**src/source/fetch_settings.svh**
```systemverilog
`ifndef FETCH_SETTINGS_SVH
`define FETCH_SETTINGS_SVH

// first fetch address out of reset
`define FETCH_RESET_PC 32'h1c000000

// packets buffered between predictor and issuer
`define FETCH_QUEUE_DEPTH 4

// direct mapped btb, indexed by pc[8:3]
`define BTB_ADDR_WIDTH 6
`define BTB_TAG_WIDTH 8

// local history table
`define BHT_ADDR_WIDTH 5
`define BHT_DATA_WIDTH 4

// pattern table index is 2 pc bits plus the local history
`define LPHT_ADDR_WIDTH 6

// return address stack, 8 entries
`define RAS_PTR_WIDTH 3

`endif

```
**src/source/bpu_pkg.sv**
```systemverilog
`default_nettype none
`include "fetch_settings.svh"

package bpu_pkg;

  // how the next pc is formed after a branch
  typedef enum logic [1:0] {
    NPC    = 2'd0,
    CALL   = 2'd1,
    RETURN = 2'd2,
    JUMP   = 2'd3
  } target_type_e;

  typedef struct packed {
    // branch sits in slot 1
    logic                      fsc;
    logic [29:0]               target;
    logic [`BTB_TAG_WIDTH-1:0] tag;
    // unconditional branch
    logic                      dir_type;
    target_type_e              branch_type;
  } btb_entry_t;

  // travels with each packet so execute can train and repair
  typedef struct packed {
    logic [`RAS_PTR_WIDTH-1:0]  ras_ptr;
    logic [`BHT_DATA_WIDTH-1:0] history;
    logic [1:0]                 lphr;
    logic                       taken;
  } predict_meta_t;

  typedef struct packed {
    logic                       miss;
    logic [31:0]                pc;
    logic [31:0]                true_target;
    target_type_e               true_target_type;
    // high for an unconditional branch, as in the btb
    logic                       true_dir;
    logic                       true_taken;
    logic [`BHT_DATA_WIDTH-1:0] history;
    logic [1:0]                 lphr;
    // stack pointer seen before this branch
    logic [`RAS_PTR_WIDTH-1:0]  ras_ptr;
  } correct_t;

endpackage

`default_nettype wire

```
**src/source/fetch_pkg.sv**
```systemverilog
`default_nettype none

package fetch_pkg;

  // bit 0 is the slot at the aligned address, bit 1 the slot at +4
  typedef logic [1:0] slot_mask_t;

  typedef struct packed {
    // 8-byte aligned, bit 2 always clear
    logic [31:0]            pc;
    slot_mask_t             mask;
    bpu_pkg::predict_meta_t meta;
  } fetch_packet_t;

endpackage

`default_nettype wire

```
**src/source/fetch_credit_if.sv**
```systemverilog
`timescale 1ns/1ps
`default_nettype none

interface fetch_credit_if;

  // push is only legal while the producer holds a credit
  logic                     push;
  fetch_pkg::fetch_packet_t packet;
  logic                     flush;
  // one pulse per pop
  logic                     credit_return;

  modport producer (
    output push,
    output packet,
    output flush,
    input  credit_return
  );

  modport buffer (
    input  push,
    input  packet,
    input  flush,
    output credit_return
  );

endinterface

`default_nettype wire

```
**src/source/predict_table_ram.sv**
```systemverilog
`timescale 1ns/1ps
`default_nettype none

module predict_table_ram #(
  parameter int data_width   = 8,
  parameter int depth        = 64,
  parameter int read_latency = 1
) (
  input  logic                         clk,
  input  logic                         we_i,
  input  logic [$clog2(depth)-1:0]     waddr_i,
  input  logic [data_width-1:0]        wdata_i,
  input  logic                         re_i,
  input  logic [$clog2(depth)-1:0]     raddr_i,
  output logic [data_width-1:0]        rdata_o
);

  logic [data_width-1:0] mem [depth];

  always_ff @(posedge clk) begin
    if (we_i) begin
      mem[waddr_i] <= wdata_i;
    end
  end

  if (read_latency == 0) begin : g_comb_read
    assign rdata_o = re_i ? mem[raddr_i] : '0;
  end else begin : g_reg_read
    logic [data_width-1:0] rdata_q;

    // holds its value while re_i is low
    always_ff @(posedge clk) begin
      if (re_i) begin
        rdata_q <= mem[raddr_i];
      end
    end

    assign rdata_o = rdata_q;
  end

endmodule

`default_nettype wire

```
**src/source/npc_predictor.sv**
```systemverilog
`timescale 1ns/1ps
`default_nettype none
`include "fetch_settings.svh"

module npc_predictor (
  input  logic              clk,
  input  logic              rst_n,
  input  bpu_pkg::correct_t correct_i,
  fetch_credit_if.producer  fq
);

  localparam int credit_width = $clog2(`FETCH_QUEUE_DEPTH + 1);
  localparam int btb_depth    = 1 << `BTB_ADDR_WIDTH;
  localparam int hist_pc_bits = `LPHT_ADDR_WIDTH - `BHT_DATA_WIDTH;

  function automatic logic [`BTB_ADDR_WIDTH-1:0] btb_index(input logic [31:0] addr);
    return addr[`BTB_ADDR_WIDTH+2:3];
  endfunction

  function automatic logic [`BTB_TAG_WIDTH-1:0] btb_tag(input logic [31:0] addr);
    return addr[`BTB_TAG_WIDTH+`BTB_ADDR_WIDTH+2:`BTB_ADDR_WIDTH+3];
  endfunction

  // two pc fields folded together
  function automatic logic [`BHT_ADDR_WIDTH-1:0] bht_index(input logic [31:0] addr);
    return addr[`BHT_ADDR_WIDTH+2:3] ^ addr[2*`BHT_ADDR_WIDTH+2:`BHT_ADDR_WIDTH+3];
  endfunction

  function automatic logic [`LPHT_ADDR_WIDTH-1:0] lpht_index(
    input logic [31:0]                addr,
    input logic [`BHT_DATA_WIDTH-1:0] hist
  );
    return {addr[10 +: hist_pc_bits], hist};
  endfunction

  // walks 00 -> 01 -> 10 -> 11 on taken, back down on not taken
  function automatic logic [1:0] next_lphr(input logic [1:0] state, input logic dir);
    case (state)
      2'b01:   return {dir, 1'b0};
      2'b10:   return {dir, 1'b1};
      2'b11:   return {1'b1, dir};
      default: return {1'b0, dir};
    endcase
  endfunction

  logic [31:0]                pc_q;
  logic [31:0]                ppc;
  logic [31:0]                seq_pc;
  logic [31:0]                branch_pc;
  logic [31:0]                pred_target;
  logic [credit_width-1:0]    credit_q;
  logic                       push;
  logic                       advance;

  bpu_pkg::btb_entry_t        btb_q;
  bpu_pkg::btb_entry_t        btb_wdata;
  logic [btb_depth-1:0]       btb_valid;
  logic                       btb_valid_q;
  logic                       hit;
  logic                       uncond;
  logic                       taken;
  fetch_pkg::slot_mask_t      mask;

  logic [`BHT_DATA_WIDTH-1:0] bht_data;
  logic [`BHT_DATA_WIDTH-1:0] bht_wdata;
  logic [1:0]                 lpht_data;
  logic [1:0]                 lpht_wdata;
  logic                       cond_we;

  logic [31:0]                ras_stack [1 << `RAS_PTR_WIDTH];
  logic [`RAS_PTR_WIDTH-1:0]  ras_ptr_q;
  logic [`RAS_PTR_WIDTH-1:0]  ras_top_ptr;
  logic                       ras_push;
  logic                       ras_pop;

  // btb output belongs to pc_q, it was read with ppc last advance
  assign hit    = btb_valid_q && (btb_q.tag == btb_tag(pc_q)) && (!pc_q[2] || btb_q.fsc);
  assign uncond = hit && btb_q.dir_type;

  assign ras_push    = uncond && (btb_q.branch_type == bpu_pkg::CALL);
  assign ras_pop     = uncond && (btb_q.branch_type == bpu_pkg::RETURN);
  assign ras_top_ptr = ras_ptr_q - 1'b1;

  assign branch_pc = {pc_q[31:3], btb_q.fsc, 2'b00};
  assign seq_pc    = {pc_q[31:3], 3'b000} + 32'd8;

  always_comb begin
    taken = 1'b0;
    if (hit) begin
      if (btb_q.dir_type) begin
        taken = btb_q.branch_type != bpu_pkg::NPC;
      end else begin
        taken = lpht_data[1];
      end
    end
  end

  always_comb begin
    pred_target = ras_pop ? ras_stack[ras_top_ptr] : {btb_q.target, 2'b00};
    if (correct_i.miss) begin
      ppc = correct_i.true_target;
    end else if (taken) begin
      ppc = pred_target;
    end else begin
      ppc = seq_pc;
    end
  end

  always_comb begin
    mask = pc_q[2] ? 2'b10 : 2'b11;
    // taken in slot 0 drops slot 1
    if (taken && !btb_q.fsc) begin
      mask = 2'b01;
    end
  end

  assign push    = (credit_q != '0) && !correct_i.miss;
  assign advance = push || correct_i.miss;

  assign fq.push  = push;
  assign fq.flush = correct_i.miss;

  always_comb begin
    fq.packet.pc           = {pc_q[31:3], 3'b000};
    fq.packet.mask         = mask;
    fq.packet.meta.ras_ptr = ras_ptr_q;
    fq.packet.meta.history = bht_data;
    fq.packet.meta.lphr    = lpht_data;
    fq.packet.meta.taken   = taken;
  end

  always_ff @(posedge clk) begin
    if (!rst_n) begin
      pc_q        <= `FETCH_RESET_PC;
      btb_valid_q <= 1'b0;
      btb_valid   <= '0;
      credit_q    <= credit_width'(`FETCH_QUEUE_DEPTH);
      ras_ptr_q   <= '0;
    end else begin
      if (advance) begin
        pc_q        <= ppc;
        btb_valid_q <= btb_valid[btb_index(ppc)];
      end
      if (correct_i.miss) begin
        credit_q <= credit_width'(`FETCH_QUEUE_DEPTH);
      end else begin
        credit_q <= credit_q + credit_width'(fq.credit_return) - credit_width'(push);
      end
      if (correct_i.miss) begin
        btb_valid[btb_index(correct_i.pc)] <= 1'b1;
        case (correct_i.true_target_type)
          bpu_pkg::CALL:   ras_ptr_q <= correct_i.ras_ptr + 1'b1;
          bpu_pkg::RETURN: ras_ptr_q <= correct_i.ras_ptr - 1'b1;
          default:         ras_ptr_q <= correct_i.ras_ptr;
        endcase
      end else if (push && ras_push) begin
        ras_ptr_q <= ras_ptr_q + 1'b1;
      end else if (push && ras_pop) begin
        ras_ptr_q <= ras_top_ptr;
      end
    end
  end

  always_ff @(posedge clk) begin
    if (correct_i.miss) begin
      if (correct_i.true_target_type == bpu_pkg::CALL) begin
        ras_stack[correct_i.ras_ptr] <= correct_i.pc + 32'd4;
      end
    end else if (push && ras_push) begin
      ras_stack[ras_ptr_q] <= branch_pc + 32'd4;
    end
  end

  always_comb begin
    btb_wdata.fsc         = correct_i.pc[2];
    btb_wdata.target      = correct_i.true_target[31:2];
    btb_wdata.tag         = btb_tag(correct_i.pc);
    btb_wdata.dir_type    = correct_i.true_dir;
    btb_wdata.branch_type = correct_i.true_target_type;
  end

  // history and pattern only train on conditional branches
  assign cond_we    = correct_i.miss && !correct_i.true_dir;
  assign bht_wdata  = {correct_i.history[`BHT_DATA_WIDTH-2:0], correct_i.true_taken};
  assign lpht_wdata = next_lphr(correct_i.lphr, correct_i.true_taken);

  predict_table_ram #(
    .data_width  ($bits(bpu_pkg::btb_entry_t)),
    .depth       (btb_depth),
    .read_latency(1)
  ) u_btb (
    .clk    (clk),
    .we_i   (correct_i.miss),
    .waddr_i(btb_index(correct_i.pc)),
    .wdata_i(btb_wdata),
    .re_i   (advance),
    .raddr_i(btb_index(ppc)),
    .rdata_o(btb_q)
  );

  predict_table_ram #(
    .data_width  (`BHT_DATA_WIDTH),
    .depth       (1 << `BHT_ADDR_WIDTH),
    .read_latency(0)
  ) u_bht (
    .clk    (clk),
    .we_i   (cond_we),
    .waddr_i(bht_index(correct_i.pc)),
    .wdata_i(bht_wdata),
    .re_i   (1'b1),
    .raddr_i(bht_index(pc_q)),
    .rdata_o(bht_data)
  );

  // updated at the entry the prediction was read from
  predict_table_ram #(
    .data_width  (2),
    .depth       (1 << `LPHT_ADDR_WIDTH),
    .read_latency(0)
  ) u_lpht (
    .clk    (clk),
    .we_i   (cond_we),
    .waddr_i(lpht_index(correct_i.pc, correct_i.history)),
    .wdata_i(lpht_wdata),
    .re_i   (1'b1),
    .raddr_i(lpht_index(pc_q, bht_data)),
    .rdata_o(lpht_data)
  );

endmodule

`default_nettype wire

```
**src/source/fetch_queue.sv**
```systemverilog
`timescale 1ns/1ps
`default_nettype none
`include "fetch_settings.svh"

module fetch_queue (
  input  logic                     clk,
  input  logic                     rst_n,
  fetch_credit_if.buffer           fq,
  output logic                     q_valid_o,
  output fetch_pkg::fetch_packet_t q_packet_o,
  input  logic                     q_pop_i
);

  localparam int depth       = `FETCH_QUEUE_DEPTH;
  localparam int ptr_width   = (depth > 1) ? $clog2(depth) : 1;
  localparam int count_width = $clog2(depth + 1);

  function automatic logic [ptr_width-1:0] wrap_inc(input logic [ptr_width-1:0] ptr);
    return (ptr == ptr_width'(depth - 1)) ? '0 : ptr + 1'b1;
  endfunction

  fetch_pkg::fetch_packet_t entries [depth];
  logic [ptr_width-1:0]     wptr_q;
  logic [ptr_width-1:0]     rptr_q;
  logic [count_width-1:0]   count_q;
  logic                     write;
  logic                     pop;

  assign q_valid_o  = count_q != '0;
  assign q_packet_o = entries[rptr_q];

  // no full check, the producer never pushes without a credit
  assign write = fq.push && !fq.flush;
  assign pop   = q_pop_i && q_valid_o;

  assign fq.credit_return = pop;

  always_ff @(posedge clk) begin
    if (!rst_n || fq.flush) begin
      wptr_q  <= '0;
      rptr_q  <= '0;
      count_q <= '0;
    end else begin
      if (write) begin
        wptr_q <= wrap_inc(wptr_q);
      end
      if (pop) begin
        rptr_q <= wrap_inc(rptr_q);
      end
      count_q <= count_q + count_width'(write) - count_width'(pop);
    end
  end

  always_ff @(posedge clk) begin
    if (write) begin
      entries[wptr_q] <= fq.packet;
    end
  end

endmodule

`default_nettype wire

```
**src/source/fetch_issue.sv**
```systemverilog
`timescale 1ns/1ps
`default_nettype none

module fetch_issue (
  input  logic                     clk,
  input  logic                     rst_n,
  input  logic                     flush_i,
  input  logic                     q_valid_i,
  input  fetch_pkg::fetch_packet_t q_packet_i,
  output logic                     q_pop_o,
  input  logic                     issue_ready_i,
  output logic                     issue_valid_o,
  output logic [31:0]              issue_pc_o,
  output logic                     issue_taken_o
);

  fetch_pkg::slot_mask_t mask;
  // slot 0 of the head packet already went out
  logic                  slot0_done_q;
  logic                  cur_slot;
  logic                  last_slot;
  logic                  fire;

  assign mask = q_packet_i.mask;

  // skip slot 0 once issued or when masked off
  assign cur_slot  = slot0_done_q || !mask[0];
  assign last_slot = cur_slot || !mask[1];

  // nothing goes out in the cycle execute redirects
  assign issue_valid_o = q_valid_i && !flush_i;
  assign issue_pc_o    = {q_packet_i.pc[31:3], cur_slot, 2'b00};
  // a taken packet always ends at its branch
  assign issue_taken_o = last_slot && q_packet_i.meta.taken;

  assign fire    = issue_valid_o && issue_ready_i;
  assign q_pop_o = fire && last_slot;

  always_ff @(posedge clk) begin
    if (!rst_n || flush_i) begin
      slot0_done_q <= 1'b0;
    end else if (fire) begin
      slot0_done_q <= !last_slot;
    end
  end

endmodule

`default_nettype wire

```
**src/source/fetch_top.sv**
```systemverilog
`timescale 1ns/1ps
`default_nettype none
`include "fetch_settings.svh"

module fetch_top (
  input  logic                       clk,
  input  logic                       rst_n,
  input  logic                       issue_ready_i,
  input  logic                       correct_miss_i,
  input  logic [31:0]                correct_pc_i,
  input  logic [31:0]                correct_target_i,
  input  logic [1:0]                 correct_type_i,
  input  logic                       correct_dir_i,
  input  logic                       correct_taken_i,
  input  logic [`BHT_DATA_WIDTH-1:0] correct_history_i,
  input  logic [1:0]                 correct_lphr_i,
  input  logic [`RAS_PTR_WIDTH-1:0]  correct_ras_ptr_i,
  output logic                       issue_valid_o,
  output logic [31:0]                issue_pc_o,
  output logic                       issue_taken_o
);

  bpu_pkg::correct_t        correct;
  logic                     q_valid;
  fetch_pkg::fetch_packet_t q_packet;
  logic                     q_pop;

  fetch_credit_if fq_if ();

  assign correct.miss             = correct_miss_i;
  assign correct.pc               = correct_pc_i;
  assign correct.true_target      = correct_target_i;
  assign correct.true_target_type = bpu_pkg::target_type_e'(correct_type_i);
  assign correct.true_dir         = correct_dir_i;
  assign correct.true_taken       = correct_taken_i;
  assign correct.history          = correct_history_i;
  assign correct.lphr             = correct_lphr_i;
  assign correct.ras_ptr          = correct_ras_ptr_i;

  npc_predictor u_predictor (
    .clk      (clk),
    .rst_n    (rst_n),
    .correct_i(correct),
    .fq       (fq_if.producer)
  );

  fetch_queue u_queue (
    .clk       (clk),
    .rst_n     (rst_n),
    .fq        (fq_if.buffer),
    .q_valid_o (q_valid),
    .q_packet_o(q_packet),
    .q_pop_i   (q_pop)
  );

  fetch_issue u_issue (
    .clk          (clk),
    .rst_n        (rst_n),
    .flush_i      (fq_if.flush),
    .q_valid_i    (q_valid),
    .q_packet_i   (q_packet),
    .q_pop_o      (q_pop),
    .issue_ready_i(issue_ready_i),
    .issue_valid_o(issue_valid_o),
    .issue_pc_o   (issue_pc_o),
    .issue_taken_o(issue_taken_o)
  );

endmodule

`default_nettype wire

```
**config.mk**
```make
export PLATFORM = sky130hd
export DESIGN_NAME = fetch_top
export DESIGN_NICKNAME = d
export VERILOG_FILES = /design/src/source/bpu_pkg.sv /design/src/source/fetch_pkg.sv /design/src/source/fetch_credit_if.sv /design/src/source/predict_table_ram.sv /design/src/source/npc_predictor.sv /design/src/source/fetch_queue.sv /design/src/source/fetch_issue.sv /design/src/source/fetch_top.sv
export VERILOG_INCLUDE_DIRS = /design/src /design/src/source
export SDC_FILE = /design/constraint.sdc
export NUM_CORES = 2
export LEC_CHECK = 0
export ABC_AREA = 1
export ABC_CLOCK_PERIOD_IN_PS = 13450
export BUFFER_PORTS_ARGS = -buffer_cell sky130_fd_sc_hd__buf_2
export CELL_PAD_IN_SITES_DETAIL_PLACEMENT = 1
export CELL_PAD_IN_SITES_GLOBAL_PLACEMENT = 1
export CORE_MARGIN = 2
export CORE_UTILIZATION = 40
export DETAILED_ROUTE_END_ITERATION = 7
export GPL_TIMING_DRIVEN = 0
export PLACE_DENSITY = 0.69
export SLEW_MARGIN = 30
export SYNTH_ARGS = -nofsm -noshare
export SYNTH_HDL_FRONTEND = slang
export SYNTH_SLANG_ARGS = --single-unit
```
**constraint.sdc**
```tcl
create_clock -name clk -period 13.45 [get_ports clk]
set_input_delay 4.035 -clock clk [delete_from_list [all_inputs] [get_ports clk]]
set_output_delay 4.035 -clock clk [all_outputs]
set_load 0.01 [all_outputs]
```
==> out/results.tsv <==
metric	value	unit
Hold Crit Depth	2	
power share of the combinational group	13.6	%
Syn. warnings	0	
Std-Cell Rows	217	
I/O Pins	115	
Buffers on Ports	106	
fmax	108	MHz
Req. time, crit path	9.41	ns
actual slew at the worst max-slew pin	1.10	ns
Int Power	18.2	mW
R2R Setup Slk	4.29	ns
Cell Count Post-Placement	16400	
post-synthesis register bit count	3401	
DRC	3	
die height	597	um
Fin. Hold Viols	0	
routed wire length	570000	um
critical path class	in -> out	
Net Sw Power	7.09	mW
largest net degree at the start of global routing	66	
worst reg2reg path depth	22	
switching share of total power	28.0	%
antenna viol nets, final	0	
Worst Hold Class	reg -> reg	
first-pass GRT wire length	789000	um
routed vias/inst	5.96	
drt first pass iters	8	
CP Max Fanout	10	
Reg power frac	46.8	%
Setup TNS Final	0	ns
DR WL/cell	33.3	um
Netlist Area Pre-Place	0.141	mm^2
reg2reg end	u_predictor.u_btb.rdata_o[18]	
GP Congestion	1.04	
RSZ-0062 raised after global routing	false	
ys async rst share	0	%
clock slew seen by the registers of the worst setup and hold paths	0.06	ns
Clock power frac	39.6	%
leakage power	58.5	nW
post-route clock period utilization	69.1	%
worst skew pair latency	1.02	ns
Initial Util	40.2	%
Area Overhead vs Synth	17.9	%
failing checks	design-rule violations	
post-route insts no fill	17100	
initial antenna violation count	83	
EDFF count, synth	3290	
Unique masters post-synth	54	
CTS tree	yes	
Pwr per Cell Area	152	mW/mm^2
Hold EP	u_predictor.btb_valid[22]	
Setup violations, final	0	
Fin Clk Skew	0.0728	ns
commonest non-fill, non-tap cell in the layout	edfxtp_1	
core box area	0.350	mm^2
most frequent CP cell	buf_2	
CTS Sinks	3401	
status	finished, violations left	
Mean Syn Cell Area	12.3	um^2
Worst Hold Margin	0.480	ns
CP peak stage delay	0.58	ns
Worst Hold Launch	u_predictor.btb_valid[22]	
DR vias	102000	
H-tree levels	5	
ratio of cells with drive above 1 in the final layout	11.7	%
Main synth FF type	edfxtp_1	
register area share after synthesis	71.8	%
die width	597	um
startpoint types	input port	
hold_buf cts	0	
fin. max-slew vios	0	
Num CTS Buffers	367	
die area	0.356	mm^2
Worst slew margin	27.0	%
post-detail-place hpwl	411000	um
nature of the critical path endpoint	primary output	
Max-Cap Viols	0	
fin crit period	9.30	ns
clock tree buffer depth	4	
GRT Util Overall	31.4	%
post-CTS setup buffer count	0	
RR Startpoint	u_predictor.ras_ptr_q[0]	
commonest non-fill, non-tap cells in the layout	3,290 x edfxtp_1, 1,613 x nand2_1, 1,398 x nand3_1, 1,320 x inv_1, 1,307 x o211ai_1	
Final nets	12300	
Worst VDD drop	0.121	mV
root buffer cell	clkbuf_16	
Congestion Overflow GR	0	
vias in the first global route	103000	
Syn Inst Count	11500	
Crit path arrival time	5.26	ns
PostCTS Resize Cnt	0	
Critical Path, Cell by Cell	buf_2 > clkbuf_1 > nor2_1 > buf_2	
initial drt markers	14200	
CP max stage cell	clkbuf_1	
Total Power	25.3	mW
-- power groups by stage --
stage	combinational (mW)	sequential, mW	clock, mW
4_1_cts	3.33	11.8	10.0
3_3_place_gp	3.13	12.1	0
2_1_floorplan	1.58	12.0	0
5_1_grt	3.55	11.8	10.4
6_report	3.44	11.8	10.0
3_5_place_dp	3.30	12.1	0
-- stage by stage --
stage	worst slack (ns)	utilization, %	area [um^2]
after floorplan	4.99	-	141000
after global placement	2.56	42.0	147000
after detailed placement	4.16	44.1	154000
after CTS	4.17	47.4	166000
after global routing	4.10	47.4	166000
final	4.15	47.4	166000
-- sequential cells by signal (all words and copies together) (netlist names), 2 cells and up, named ones only --
register                   cells
u_predictor.u_btb.mem       2688
u_predictor.ras_stack        240
u_predictor.u_bht.mem        128
u_queue.entries              128
u_predictor.btb_valid         64
u_predictor.u_lpht.mem        64
u_predictor.u_btb.rdata_o     42
u_predictor.pc_q              30
u_predictor.credit_q           3
u_predictor.ras_ptr_q          3
u_queue.count_q                3
u_queue.rptr_q                 2
u_queue.wptr_q                 2
-- worst max-delay path by stage --
| stage | depth (start not counted) | start | to | slack [ns] |
|---|---|---|---|---|
| after detailed placement | 22 | correct_miss_i | u_predictor.ras_stack[1][30] | 4.16 |
| after global placement | 9 | correct_miss_i | u_predictor.u_btb.mem[12][29] | 2.56 |
| after global routing | 4 | correct_miss_i | issue_valid_o | 4.10 |
| final | 4 | correct_miss_i | issue_valid_o | 4.15 |
| after floorplan | 2 | correct_miss_i | issue_valid_o | 4.99 |
| after CTS | 4 | correct_miss_i | issue_valid_o | 4.17 |
-- cell families (layout without fill, tap and decap cells) --
group	count (synthesis)	count (layout)	synth area share (%)
AOI/OAI and AO/OA	2011	2011	9.71
xor gates and xnor gates	64	64	0.420
adders and majority gates	19	19	0.183
buffers and inverters	2078	3103	6.10
DFF	3401	3401	71.8
other	1	29	0.00267
and+or+nand+nor	3891	3891	11.8
-- cells in the mapped netlist (2+ instances only) --
| cell | number | area share (%) |
|---|---|---|
| nor3b_1 | 4 | 0.021 |
| edfxtp_1 | 3290 | 70 |
| a21oi_1 | 75 | 0.27 |
| dfxtp_1 | 111 | 1.6 |
| o22ai_1 | 70 | 0.31 |
| nand3b_1 | 5 | 0.027 |
| buf_2 | 396 | 1.4 |
| buf_6 | 6 | 0.048 |
| nand4_1 | 19 | 0.084 |
| inv_1 | 1320 | 3.5 |
| buf_4 | 62 | 0.33 |
| clkbuf_2 | 5 | 0.018 |
| or2_2 | 8 | 0.036 |
| nand2_2 | 7 | 0.031 |
| o21bai_1 | 8 | 0.043 |
| o311ai_0 | 2 | 0.012 |
| nand3_1 | 1398 | 5.0 |
| xor2_1 | 45 | 0.28 |
| nor4_1 | 12 | 0.053 |
| xnor2_2 | 3 | 0.035 |
| nor2_1 | 788 | 2.1 |
| o211ai_1 | 1307 | 7.0 |
| buf_1 | 46 | 0.12 |
| nand3_2 | 3 | 0.021 |
| nand2_4 | 2 | 0.016 |
| o21ai_2 | 2 | 0.012 |
| xnor2_1 | 15 | 0.093 |
| a211oi_1 | 4 | 0.021 |
| o21ai_0 | 421 | 1.5 |
| clkbuf_1 | 232 | 0.62 |
| nor3_1 | 30 | 0.11 |
| inv_2 | 10 | 0.027 |
| ha_1 | 15 | 0.13 |
| nand2_1 | 1613 | 4.3 |
| o21ai_1 | 66 | 0.23 |
| a31oi_1 | 11 | 0.049 |
| o221ai_1 | 35 | 0.22 |
| fa_1 | 3 | 0.043 |
-- critical path, delay by kind of cell --
kind          cells  cell delay, ns
buf+inv           3            0.95
simple gates      1            0.28
-- metal layers --
layer / track usage (%) / vias up / wire length, um
li1: - / 42700 / -
met1: 40.2 / 52100 / 215000
met2: 49.1 / 5785 / 257000
met3: 6.96 / 1417 / 59100
met4: 18.1 / 44 / 37900
met5: 0 / - / 293
-- final cells by class --
| class | instances | area (um^2) |
|---|---|---|
| Fill cell | 35800 | 184000 |
| Multi-Input combinational cell | 5987 | 31700 |
| Buffer | 747 | 3590 |
| Clock buffer | 463 | 9700 |
| Antenna cell | 27 | 67.6 |
| Timing Repair Buffer | 362 | 7160 |
| Clock inverter | 200 | 1900 |
| Sequential cell | 3401 | 101000 |
| Tap cell | 4599 | 5750 |
| Inverter | 1331 | 5000 |
No activity file was read; power rests on OpenSTA's default activity.
